<file path="config.mk">
export PLATFORM = sky130hd
export DESIGN_NAME = acc_control_top
export DESIGN_NICKNAME = d
export VERILOG_FILES = /design/src/hdl/acc_pkg.sv /design/src/hdl/acc_wb_if.sv /design/src/hdl/acc_control_top.sv /design/src/hdl/result_writer.sv /design/src/hdl/hash_sequencer.sv /design/src/hdl/mmio_trigger.sv
export VERILOG_INCLUDE_DIRS = /design/src /design/src/hdl
export SDC_FILE = /design/constraint.sdc
export NUM_CORES = 1
export LEC_CHECK = 0
export BUFFER_PORTS_ARGS = -buffer_cell sky130_fd_sc_hd__buf_2
export CORE_ASPECT_RATIO = 0.6
export CORE_UTILIZATION = 54
export CTS_CLUSTER_SIZE = 40
export DETAILED_ROUTE_END_ITERATION = 8
export GPL_ROUTABILITY_DRIVEN = 0
export PLACE_DENSITY_LB_ADDON = 0.3
export SLEW_MARGIN = 20
export SYNTH_ARGS = -nofsm -noshare
export SYNTH_HDL_FRONTEND = slang
export SYNTH_SLANG_ARGS = --single-unit
</file>
<file path="constraint.sdc">
create_clock -name clk -period 17.3 [get_ports clk]
set_input_delay 1.73 -clock clk [delete_from_list [all_inputs] [get_ports clk]]
set_output_delay 1.73 -clock clk [all_outputs]
set_load 0.01 [all_outputs]
</file>
<file path="src/hdl/acc_defs.svh">
// ==========================================================================
// Memory map, status words, widths and pass counts of the accelerator
// control unit. Included by every RTL file that needs one of these values.
// ==========================================================================
`ifndef ACC_DEFS_SVH
`define ACC_DEFS_SVH

// Bus widths
`define ACC_ADDR_W          16
`define ACC_LISTEN_DATA_W   32
// Write words share the width of CPU stores
`define ACC_WORD_W          `ACC_LISTEN_DATA_W
`define ACC_DIGEST_W        256
`define ACC_DIGEST_WORDS    8

// Accelerator communication block
`define ACC_ACB_ADDR        16'h5000
`define ACC_H0_ADDR         16'h5008
`define ACC_H_ADDR_STEP     32

// Header halves in the host communication block
`define ACC_MSG1_ADDR       16'h1010
`define ACC_MSG2_ADDR       16'h0FD0

// Status word values
`define ACC_STATUS_BUSY     32'd5
`define ACC_STATUS_DONE     32'd2

// Compression schedule
`define ACC_HASH_CYCLES     64
`define ACC_HASH_PASSES     3

`endif
</file>
<file path="src/hdl/acc_pkg.sv">
// ==========================================================================
// Shared vector types and FSM encodings of the accelerator control unit.
// Imported by each RTL module and interface that uses them.
// ==========================================================================
`include "acc_defs.svh"

package acc_pkg;

    // Memory address and word
    typedef logic [`ACC_ADDR_W-1:0]     mem_addr_t;
    typedef logic [`ACC_WORD_W-1:0]     mem_word_t;

    // Full compressor output
    typedef logic [`ACC_DIGEST_W-1:0]   digest_t;

    // Round counter, one bit wider to reach the terminal count
    typedef logic [$clog2(`ACC_HASH_CYCLES):0] cycle_count_t;

    // Pass index, also the header half select
    typedef logic [1:0]                 msg_sel_t;

    // Sequencer states
    typedef enum logic [3:0] {
        SEQ_IDLE, SEQ_READ1, SEQ_BUSY, SEQ_INIT, SEQ_UPD1,
        SEQ_HASH, SEQ_UPD2, SEQ_SAVE, SEQ_READ2, SEQ_DIGEST
    } seq_state_t;

    // Writer states
    typedef enum logic {WR_IDLE, WR_WRITE} wr_state_t;

endpackage

</file>
<file path="src/hdl/acc_wb_if.sv">
// ==========================================================================
// Write-back link from the sequencer to the result writer. One item is
// either the busy status or a final digest, moved by valid and ready.
// ==========================================================================
`timescale 1ns/100ps

interface acc_wb_if import acc_pkg::*; ();

    logic       valid;
    logic       ready;
    // Low for the busy status, high for a digest
    logic       is_digest;
    digest_t    digest;

    // Sequencer side
    modport source (output valid, output is_digest, output digest, input ready);

    // Writer side
    modport sink (input valid, input is_digest, input digest, output ready);

endinterface

</file>
<file path="src/hdl/acc_control_top.sv">
// ==========================================================================
// Accelerator control unit top level. Connects trigger, sequencer and
// result writer, exposing the memory ports and compressor strobes.
// ==========================================================================
`timescale 1ns/100ps

module acc_control_top import acc_pkg::*; (
    input  logic            clk,
    input  logic            rst_n,
    // CPU store bus
    input  logic            listen_en,
    input  mem_addr_t       listen_addr,
    input  mem_word_t       listen_data,
    // Arbitrated read port
    output logic            rd_en,
    output mem_addr_t       rd_addr,
    input  logic            rd_valid,
    output logic            do_buf_hdr,
    // Arbitrated write port
    output logic            wr_en,
    output mem_addr_t       wr_addr,
    output mem_word_t       wr_data,
    input  logic            wr_done,
    // Scheduler and compressor
    output logic            ms_init,
    output logic            ms_enable,
    output logic            cm_is_hashing,
    output logic            cm_update_a_h,
    output logic            cm_update_h0_7,
    output logic            cm_rst_hash_n,
    output cycle_count_t    cm_cycle_count,
    output logic            should_save_hash,
    output msg_sel_t        msg_sel,
    input  digest_t         cm_out
);

    // Start link
    logic start_valid;
    logic start_ready;

    // Write-back link
    acc_wb_if wb_if ();

    mmio_trigger i_mmio_trigger (
        .clk         (clk),
        .rst_n       (rst_n),
        .listen_en   (listen_en),
        .listen_addr (listen_addr),
        .listen_data (listen_data),
        .start_valid (start_valid),
        .start_ready (start_ready)
    );

    hash_sequencer i_hash_sequencer (
        .clk              (clk),
        .rst_n            (rst_n),
        .start_valid      (start_valid),
        .start_ready      (start_ready),
        .rd_en            (rd_en),
        .rd_addr          (rd_addr),
        .rd_valid         (rd_valid),
        .do_buf_hdr       (do_buf_hdr),
        .ms_init          (ms_init),
        .ms_enable        (ms_enable),
        .cm_is_hashing    (cm_is_hashing),
        .cm_update_a_h    (cm_update_a_h),
        .cm_update_h0_7   (cm_update_h0_7),
        .cm_rst_hash_n    (cm_rst_hash_n),
        .cm_cycle_count   (cm_cycle_count),
        .should_save_hash (should_save_hash),
        .msg_sel          (msg_sel),
        .cm_out           (cm_out),
        .wb               (wb_if.source)
    );

    result_writer i_result_writer (
        .clk     (clk),
        .rst_n   (rst_n),
        .wb      (wb_if.sink),
        .wr_en   (wr_en),
        .wr_addr (wr_addr),
        .wr_data (wr_data),
        .wr_done (wr_done)
    );

endmodule

</file>
<file path="src/hdl/result_writer.sv">
// ==========================================================================
// Takes busy and digest items from the sequencer and writes them out word
// by word through the arbitrated write port, one wr_done per word.
// ==========================================================================
`timescale 1ns/100ps
`include "acc_defs.svh"

module result_writer import acc_pkg::*; (
    input  logic        clk,
    input  logic        rst_n,
    // Items from the sequencer
    acc_wb_if.sink      wb,
    // Arbitrated write port
    output logic        wr_en,
    output mem_addr_t   wr_addr,
    output mem_word_t   wr_data,
    input  logic        wr_done
);

    // Word index 0..7 for digest slices, DIGEST_WORDS for the status word
    localparam int IDX_W = $clog2(`ACC_DIGEST_WORDS + 1);
    localparam logic [IDX_W-1:0] STATUS_IDX = IDX_W'(`ACC_DIGEST_WORDS);

    wr_state_t          state;
    logic [IDX_W-1:0]   word_idx;
    logic               is_digest_q;
    digest_t            digest_q;
    logic               take;

    // Only accept while idle
    assign wb.ready = (state == WR_IDLE);
    assign take     = wb.valid && wb.ready;

    // ======================================================================
    // Control state
    // ======================================================================
    always_ff @(posedge clk) begin
        if (!rst_n) begin
            state    <= WR_IDLE;
            word_idx <= '0;
        end else if (take) begin
            state <= WR_WRITE;
            // Busy item goes straight to the status word
            word_idx <= wb.is_digest ? '0 : STATUS_IDX;
        end else if (state == WR_WRITE && wr_done) begin
            if (word_idx == STATUS_IDX) state <= WR_IDLE;
            else                        word_idx <= word_idx + 1'b1;
        end
    end

    // Item payload, frees the sequencer for the next job
    always_ff @(posedge clk) begin
        if (take) begin
            is_digest_q <= wb.is_digest;
            digest_q    <= wb.digest;
        end
    end

    // ======================================================================
    // Write port
    // ======================================================================
    always_comb begin
        wr_en = (state == WR_WRITE);
        if (word_idx == STATUS_IDX) begin
            wr_addr = `ACC_ACB_ADDR;
            wr_data = is_digest_q ? `ACC_STATUS_DONE : `ACC_STATUS_BUSY;
        end else begin
            wr_addr = mem_addr_t'(`ACC_H0_ADDR + word_idx * `ACC_H_ADDR_STEP);
            wr_data = digest_q[word_idx[2:0]*`ACC_WORD_W +: `ACC_WORD_W];
        end
    end

endmodule

</file>
<file path="src/hdl/hash_sequencer.sv">
// ==========================================================================
// Runs one hashing job: both header fetches, three compression passes and
// the hand-off of busy status and final digest to the result writer.
// ==========================================================================
`timescale 1ns/100ps
`include "acc_defs.svh"

module hash_sequencer import acc_pkg::*; (
    input  logic            clk,
    input  logic            rst_n,
    // Start link from the trigger
    input  logic            start_valid,
    output logic            start_ready,
    // Arbitrated read port
    output logic            rd_en,
    output mem_addr_t       rd_addr,
    input  logic            rd_valid,
    output logic            do_buf_hdr,
    // Scheduler and compressor strobes
    output logic            ms_init,
    output logic            ms_enable,
    output logic            cm_is_hashing,
    output logic            cm_update_a_h,
    output logic            cm_update_h0_7,
    output logic            cm_rst_hash_n,
    output cycle_count_t    cm_cycle_count,
    output logic            should_save_hash,
    output msg_sel_t        msg_sel,
    input  digest_t         cm_out,
    // Write-back items
    acc_wb_if.source        wb
);

    seq_state_t     state, next_state;
    cycle_count_t   cycle_cnt;
    msg_sel_t       pass_cnt;
    logic           hash_last;

    // Terminal round count reached
    assign hash_last = (cycle_cnt == cycle_count_t'(`ACC_HASH_CYCLES));

    // Digest is only looked at by the writer on a digest item
    assign wb.digest = cm_out;

    // ======================================================================
    // Next state and strobes
    // ======================================================================
    always_comb begin
        next_state       = state;
        start_ready      = 1'b0;
        rd_en            = 1'b0;
        rd_addr          = '0;
        do_buf_hdr       = 1'b0;
        ms_init          = 1'b0;
        ms_enable        = 1'b0;
        cm_is_hashing    = 1'b0;
        cm_update_a_h    = 1'b0;
        cm_update_h0_7   = 1'b0;
        cm_rst_hash_n    = 1'b1;
        should_save_hash = 1'b0;
        wb.valid         = 1'b0;
        wb.is_digest     = 1'b0;
        case (state)
            SEQ_IDLE: begin
                start_ready = 1'b1;
                if (start_valid) next_state = SEQ_READ1;
            end
            SEQ_READ1: begin
                rd_en   = 1'b1;
                rd_addr = `ACC_MSG1_ADDR;
                // Buffer strobe lines up with the arbiter grant
                if (rd_valid) begin
                    do_buf_hdr = 1'b1;
                    next_state = SEQ_BUSY;
                end
            end
            SEQ_BUSY: begin
                wb.valid = 1'b1;
                if (wb.ready) next_state = SEQ_INIT;
            end
            SEQ_INIT: begin
                cm_rst_hash_n = 1'b0;
                next_state    = SEQ_UPD1;
            end
            // [A:H] <- [H0:H7]
            SEQ_UPD1: begin
                cm_update_a_h = 1'b1;
                ms_init       = 1'b1;
                next_state    = SEQ_HASH;
            end
            SEQ_HASH: begin
                if (hash_last) begin
                    next_state = SEQ_UPD2;
                end else begin
                    cm_is_hashing = 1'b1;
                    ms_enable     = 1'b1;
                end
            end
            // [H0:H7] <- [H0:H7] + [A:H]
            SEQ_UPD2: begin
                cm_update_h0_7 = 1'b1;
                next_state     = SEQ_SAVE;
            end
            SEQ_SAVE: begin
                should_save_hash = 1'b1;
                if (pass_cnt == msg_sel_t'(`ACC_HASH_PASSES - 1)) next_state = SEQ_DIGEST;
                else if (pass_cnt == 2'd0)                        next_state = SEQ_READ2;
                else                                              next_state = SEQ_INIT;
            end
            SEQ_READ2: begin
                rd_en   = 1'b1;
                rd_addr = `ACC_MSG2_ADDR;
                // Pass 1 chains into UPD1 with no compressor reset
                if (rd_valid) begin
                    do_buf_hdr = 1'b1;
                    next_state = SEQ_UPD1;
                end
            end
            SEQ_DIGEST: begin
                wb.valid     = 1'b1;
                wb.is_digest = 1'b1;
                if (wb.ready) next_state = SEQ_IDLE;
            end
            default: next_state = SEQ_IDLE;
        endcase
    end

    // ======================================================================
    // State, round counter and pass counter
    // ======================================================================
    always_ff @(posedge clk) begin
        if (!rst_n) begin
            state     <= SEQ_IDLE;
            cycle_cnt <= '0;
            pass_cnt  <= '0;
        end else begin
            state <= next_state;
            // Count rounds, clear at the terminal count
            if (state == SEQ_HASH) cycle_cnt <= hash_last ? '0 : cycle_cnt + 1'b1;
            // Next pass after each save except the last
            if (state == SEQ_SAVE && next_state != SEQ_DIGEST) pass_cnt <= pass_cnt + 1'b1;
            // Back to pass 0 once the digest is handed off
            if (state == SEQ_DIGEST && wb.ready) pass_cnt <= '0;
        end
    end

    assign cm_cycle_count = cycle_cnt;
    assign msg_sel        = pass_cnt;

endmodule

</file>
<file path="src/hdl/mmio_trigger.sv">
// ==========================================================================
// Snoops CPU stores for a write of the status word with the valid bit set
// and holds one start request until the sequencer takes it.
// ==========================================================================
`timescale 1ns/100ps
`include "acc_defs.svh"

module mmio_trigger import acc_pkg::*; (
    input  logic        clk,
    input  logic        rst_n,
    // CPU store bus
    input  logic        listen_en,
    input  mem_addr_t   listen_addr,
    input  mem_word_t   listen_data,
    // Start request towards the sequencer
    output logic        start_valid,
    input  logic        start_ready
);

    logic hit;
    logic pending;

    // Store to the status word with bit 0 set
    assign hit = listen_en && (listen_addr == `ACC_ACB_ADDR) && listen_data[0];

    // ======================================================================
    // Pending start request
    // ======================================================================
    always_ff @(posedge clk) begin
        if (!rst_n) begin
            pending <= 1'b0;
        end else if (hit) begin
            // New store wins over a consume in the same cycle,
            // a store on top of a pending request just merges
            pending <= 1'b1;
        end else if (pending && start_ready) begin
            pending <= 1'b0;
        end
    end

    assign start_valid = pending;

endmodule

</file>
Word-level counts from Yosys, hierarchy flattened

Cells that the tools add are included.

Bits in registers: 276
Input bits: 309
Output and inout port bits: 83
Logic and storage cells: 82

$add $sub $neg: 4
Equality and inequality tests: 15
Shift-type cells: 1
Multiplexer cells: 35
Bitwise logic cells: 2
Reduce and logical (&&, ||, !) cells: 17

Operator list:

| kind                    | number |
|---|---|
| $shiftx A256 B9 Y32     | 1 |
| $mux W4                 | 12 |
| $pmux W4 S10            | 1 |
| $mux W32                | 1 |
| $pmux W13 S2            | 1 |
| $mux W1                 | 17 |
| $add A15 B9 Y16 const A | 1 |
| $eq A16 B15 Y1 const B  | 1 |
| $eq A4 B3 Y1 const B    | 4 |
| $mux W16                | 1 |
| $eq A4 B4 Y1 const B    | 3 |
| $eq A4 B2 Y1 const B    | 2 |
| $add A7 B1 Y7 const B   | 1 |
| $eq A7 B7 Y1 const B    | 1 |
| $logic_and A1 B1 Y1     | 7 |
| $mux W7                 | 1 |
| $reduce_bool A2 Y1      | 3 |
| $reduce_or A2 Y1        | 3 |
| $add A4 B1 Y4 const B   | 1 |
| $eq A4 B1 Y1 const B    | 1 |
| $logic_not A4 Y1        | 1 |
| $ne A4 B4 Y1 const B    | 1 |
| $reduce_and A2 Y1       | 2 |
| $mux W3                 | 1 |
| other kinds (5)         | 6 |

Depth between registers and ports, before layout

Depth in word-level cells: 6
Depth in mapped cells: 9
Mapped depth without buffers: 6

Modules after synthesis

Synthesis repeated with hierarchy kept, for this count alone.

Cells, all modules: 836
Area, all modules: 13052.5 sq um

Modules (own cells, without submodules):

| module         | times used | cells each | area each (sq um) | sequential area each (sq um) |
|---|---|---|---|---|
| result_writer  | 1          | 442        | 9999.6            | 7817.5 |
| hash_sequencer | 1          | 385        | 2955.3            | 260.2 |
| mmio_trigger   | 1          | 9          | 97.6              | 20.0 |

Worst setup path after synthesis

Ideal clock, no wire load.

Path type: flip-flop to flip-flop
Start: register i_hash_sequencer.state[1]
End: register i_result_writer.word_idx[0]
Library setup time: 0.122 ns
Arrival: 7.854 ns
Data required time: 17.178 ns
Slack: 9.324 ns
Cell stages (with the launch flop): 6
Buffers on the path: 1
Clock period less this slack: 7.976 ns
Cell sequence: dfxtp_1 buf_4 nand3b_1 a211oi_4 nand2b_1 nor2_1

Cells in the longest elaborated chain, start to end: 6
Elaborated cells between the ends (all ways): 9
Those cells by class: 3 x eq/ne; 2 x mux; 4 x reduce/logical

Ends and longest elaborated chain:

| what                                                                | line                  | source |
|---|---|---|
| start, declared                                                     | hash_sequencer.sv:34  | `seq_state_t state, next_state;` |
| start signal, assigned                                              | hash_sequencer.sv:137 | `state <= next_state;` |
| $eq A4 B2 Y1 / $eq A4 B4 Y1 (equally long branches)                 | hash_sequencer.sv:63  | `case (state)` |
| $reduce_or A2 Y1 (no line) (*)                                      | --                    |  |
| $mux W1 (*)                                                         | hash_sequencer.sv:63  |  |
| $logic_and A1 B1 Y1 (*)                                             | result_writer.sv:32   | `assign take = wb.valid && wb.ready;` |
| named net i_result_writer.take                                      | result_writer.sv:28   | `logic take;` |
| $ne A2 B1 Y1 (no line) / $reduce_bool A2 Y1 (equally long branches) | --                    |  |
| $reduce_and A2 Y1 (no line)                                         | --                    |  |
| end signal, assigned                                                | result_writer.sv:44   | `word_idx <= wb.is_digest ? '0 : STATUS_IDX;` |
| end signal, assigned                                                | result_writer.sv:47   | `else word_idx <= word_idx + 1'b1;` |
| end, declared                                                       | result_writer.sv:25   | `logic [IDX_W-1:0] word_idx;` |

The timed path passes the listed nets; every way through them passes the cells marked *.
A chain may end at the register's enable or synchronous reset.

Worst setup path after layout

Start: register i_result_writer.word_idx[0]
End: output port wr_data[2]

Cells in the longest elaborated chain, start to end: 2
Elaborated cells between the ends (all ways): 3
Those cells by class: 1 x eq/ne; 1 x shift; 1 x mux

Ends and longest elaborated chain:

| what                                                       | line                                     | source |
|---|---|---|
| $shiftx A256 B9 Y32 / $eq A4 B4 Y1 (equally long branches) | result_writer.sv:69, result_writer.sv:64 |  |
| $mux W32 (*)                                               | result_writer.sv:64                      | `if (word_idx == STATUS_IDX) begin` |
| end, declared                                              | acc_control_top.sv:22                    | `output mem_word_t wr_data,` |

Mark *: on every way between the ends. The rest lies on a longest branch, timed or not.

==> impl_metrics.csv <==
group,metric,value,unit
run_status,status,"finished clean",
timing,relSlewSlack,27.9,%
die,start_util,55.3,%
finish,stdcell_count,1198,
power_and_ir_drop,p_leak,5.03,nW
synth,netlist.area_leader.share,69.6,%
synth,syn-cell-area,11100,um^2
detailed_routing,via_per_inst,5.31,
detailed_routing,drc,0,
global_routing,gr-total-overflow,0,
die,die_w,187,um
critical_path,worstPathRequired,15.57,ns
die,die_area,21100,um^2
die,rows,40,
clock_tree,insertion_delay,0.52,ns
placed_design,dp_hpwl,16.3,mm
min_path,hp-class,"flip-flop to flip-flop",
clock_tree,root_buffer,"clkbuf_16",
timing,setup_tns,0,ns
synth,synth_top_area_cell,"edfxtp_1",
synth,async_reset_ff_share,0,%
power_and_ir_drop,power_density,121,nW/um^2
finish,drive_gt1_share,50.0,%
power_and_ir_drop,clockPowerShare,32.7,%
synth,yosysMostFrequentCell,"edfxtp_1",
finish,finalNetCount,1217,
synth,synth_edf_count,257,
global_routing,grt_pass1_wl,35.7,mm
timing,min_period,4.94,ns
detailed_routing,wl_per_cell,19.9,um
power_and_ir_drop,seqPwrFrac,52.7,%
critical_path,worst_setup_path_start_kind,"flip-flop",
detailed_routing,drtAntennaViolNets,0,
power_and_ir_drop,p_int,1.26,mW
timing,post-route-period-util,28.6,%
synth,yosysWarnings,0,
critical_path,worst-path-max-fanout,42,
power_and_ir_drop,irDropWorstVdd,0.0000868,V
placed_design,dp.cells,1148,
clock_tree,clkTransAtPathRegs,0.06,ns
synth,synth_cells,571,
power_and_ir_drop,p_comb_share,14.6,%
placed_design,port_buffers,341,
synth,syn-mean-instance-area,19.4,um^2
die,coreArea,20100,um^2
synth,synthFlopType,"edfxtp_1",
clock_tree,cts_hold_buf,0,
synth,synth_top_cells_by_count,"257 x edfxtp_1, 64 x mux4_2, 29 x a22o_1",
critical_path,critical_path_class,"flip-flop to primary output",
global_routing,grt_pass1_vias,6306,
global_routing,antenna_found_initial,12,
synth,synth.top_cells.by_area,"edfxtp_1 70%, mux4_2 13%, dfxtp_1 3.4%",
detailed_routing,drt_iter0_drc,514,
timing,hold_viol_final,0,
critical_path,cp.arrival,3.21,ns
clock_tree,cts_setup_buffers,0,
power_and_ir_drop,power_switching,398,uW
timing,rsz0062_at_grt,"no",
clock_tree,cts_sinks,276,
detailed_routing,via_count,6362,
timing,setup_viol,0,
timing,worst_pin_slew,1.08,ns
synth,ys_seq_area_share,73.0,%
clock_tree,cts_tree,"done",
job,max_cap_violations,0,
die,num_io_pins,392,
timing,fmax,0.202,GHz
detailed_routing,dr.pass1.iters,5,
detailed_routing,wl,23.8,mm
timing,clock_skew,0.0120,ns
finish,area_growth,23.5,%
timing,report.final.slew_viol_count,0,
global_routing,grt_max_degree,88,
global_routing,track_usage,22.6,%
synth,ys_seq_elements,276,
power_and_ir_drop,switching_share,24.0,%
clock_tree,cts_resized,0,
die,die_h,113,um
clock_tree,ctsHtreeMaxLevel,1,
synth,ys_types,54,
critical_path,critical_path.endpoint_type,"primary output",
clock_tree,clockBufferDepth,3,
clock_tree,cts_buffers,25,
[power groups by stage]
stage	clock, mW	combinational (mW)	sequential, mW
after CTS	0.554	0.247	0.877
after floorplan	0	0.177	0.890
after global placement	0	0.242	0.886
after global routing	0.578	0.265	0.885
after detailed placement	0	0.246	0.890
final	0.543	0.243	0.876
[final cells by class]
cell class	instances	area, um^2
inverter	13	48.8
timing repair buffer	347	1750
tap	273	342
sequential	276	8110
clock buffer	31	658
antenna	5	12.5
fill	1383	6370
multi-input combinational	239	2640
clock inverter	14	144
[logic make-up (layout without fill, tap and decap cells)]
family	after synthesis	in the layout	synth area share [%]
AOI/OAI and AO/OA	61	61	4.42
muxes	66	66	13.2
and+or+nand+nor	79	79	4.13
xor gates and xnor gates	8	8	0.632
DFF	276	276	73.0
other	2	24	0.0677
buffers and inverters	73	405	3.88
adders and majority gates	6	6	0.677
[layout by cell type, fill, tap and decap left out, types with 3 or more instances in the layout]
master | synthesis | routed
nand2_1 | 12 | 12
a21oi_1 | 11 | 10
diode_2 | 0 | 5
nor3_1 | 9 | 9
clkinv_2 | 0 | 6
nand3_1 | 3 | 3
or3_1 | 3 | 3
buf_4 | 28 | 6
bufinv_16 | 0 | 3
conb_1 | 2 | 19
nand4_1 | 5 | 5
dfxtp_1 | 19 | 16
nand3b_1 | 4 | 4
clkbuf_16 | 0 | 25
clkinv_1 | 0 | 4
xnor2_1 | 8 | 8
buf_2 | 11 | 341
nor2_1 | 18 | 18
a22o_1 | 29 | 29
nand2b_1 | 6 | 6
edfxtp_1 | 257 | 257
inv_1 | 12 | 12
ha_1 | 6 | 6
clkbuf_1 | 15 | 5
mux4_2 | 64 | 64
and2_1 | 4 | 4
o21ai_0 | 3 | 3
[per-stage QoR]
stage | power (mW) | area [um^2] | setup slack [ns] | hold slack [ns] | util (%)
after floorplan | 1.07 | 11200 | 9.32 | 0.438 | -
after global placement | 1.13 | 12900 | 12.79 | 0.452 | 64.2
after detailed placement | 1.14 | 12900 | 12.79 | 0.465 | 64.2
after CTS | 1.68 | 13700 | 12.24 | 0.474 | 68.2
after global routing | 1.73 | 13700 | 12.07 | 0.528 | 68.3
final | 1.66 | 13700 | 12.36 | 0.477 | 68.3
[worst max-delay path: stages (launching register included)]
cell,delay [ns]
dfxtp_4,0.69
buf_4,0.76
mux4_2,0.59
a22oi_1,0.31
o21ai_0,0.16
buf_2,0.16
[registers in the layout, indices dropped and copies added (netlist names)]
register and flops:
i_result_writer.digest_q 256, i_result_writer.word_idx 4, i_hash_sequencer.msg_sel 2, i_mmio_trigger.start_valid 1, i_result_writer.is_digest_q 1, i_result_writer.wr_en 1
i_hash_sequencer.cm_cycle_count 7, i_hash_sequencer.state 4
[path summary, 6_finish.rpt]
path                               start                       endpoint  slack [ns]  cells past startpoint
min           i_mmio_trigger.start_valid     i_mmio_trigger.start_valid        0.48                      2
min reg2reg   i_mmio_trigger.start_valid     i_mmio_trigger.start_valid        0.48                      2
max          i_result_writer.word_idx[0]                     wr_data[2]       12.36                      5
max reg2reg    i_hash_sequencer.state[1]  i_result_writer.digest_q[182]       14.15                      3
[routing by layer]
layer / vias to the layer above / track usage (%) / part of all wire [%]
met5: - / 0 / 0.39
met4: 14 / 5.08 / 1.8
met3: 44 / 7.01 / 9.3
met2: 279 / 36.2 / 48
met1: 3088 / 30.9 / 41
li1: 2937 / - / -
Power figures use the tool's default switching activity.
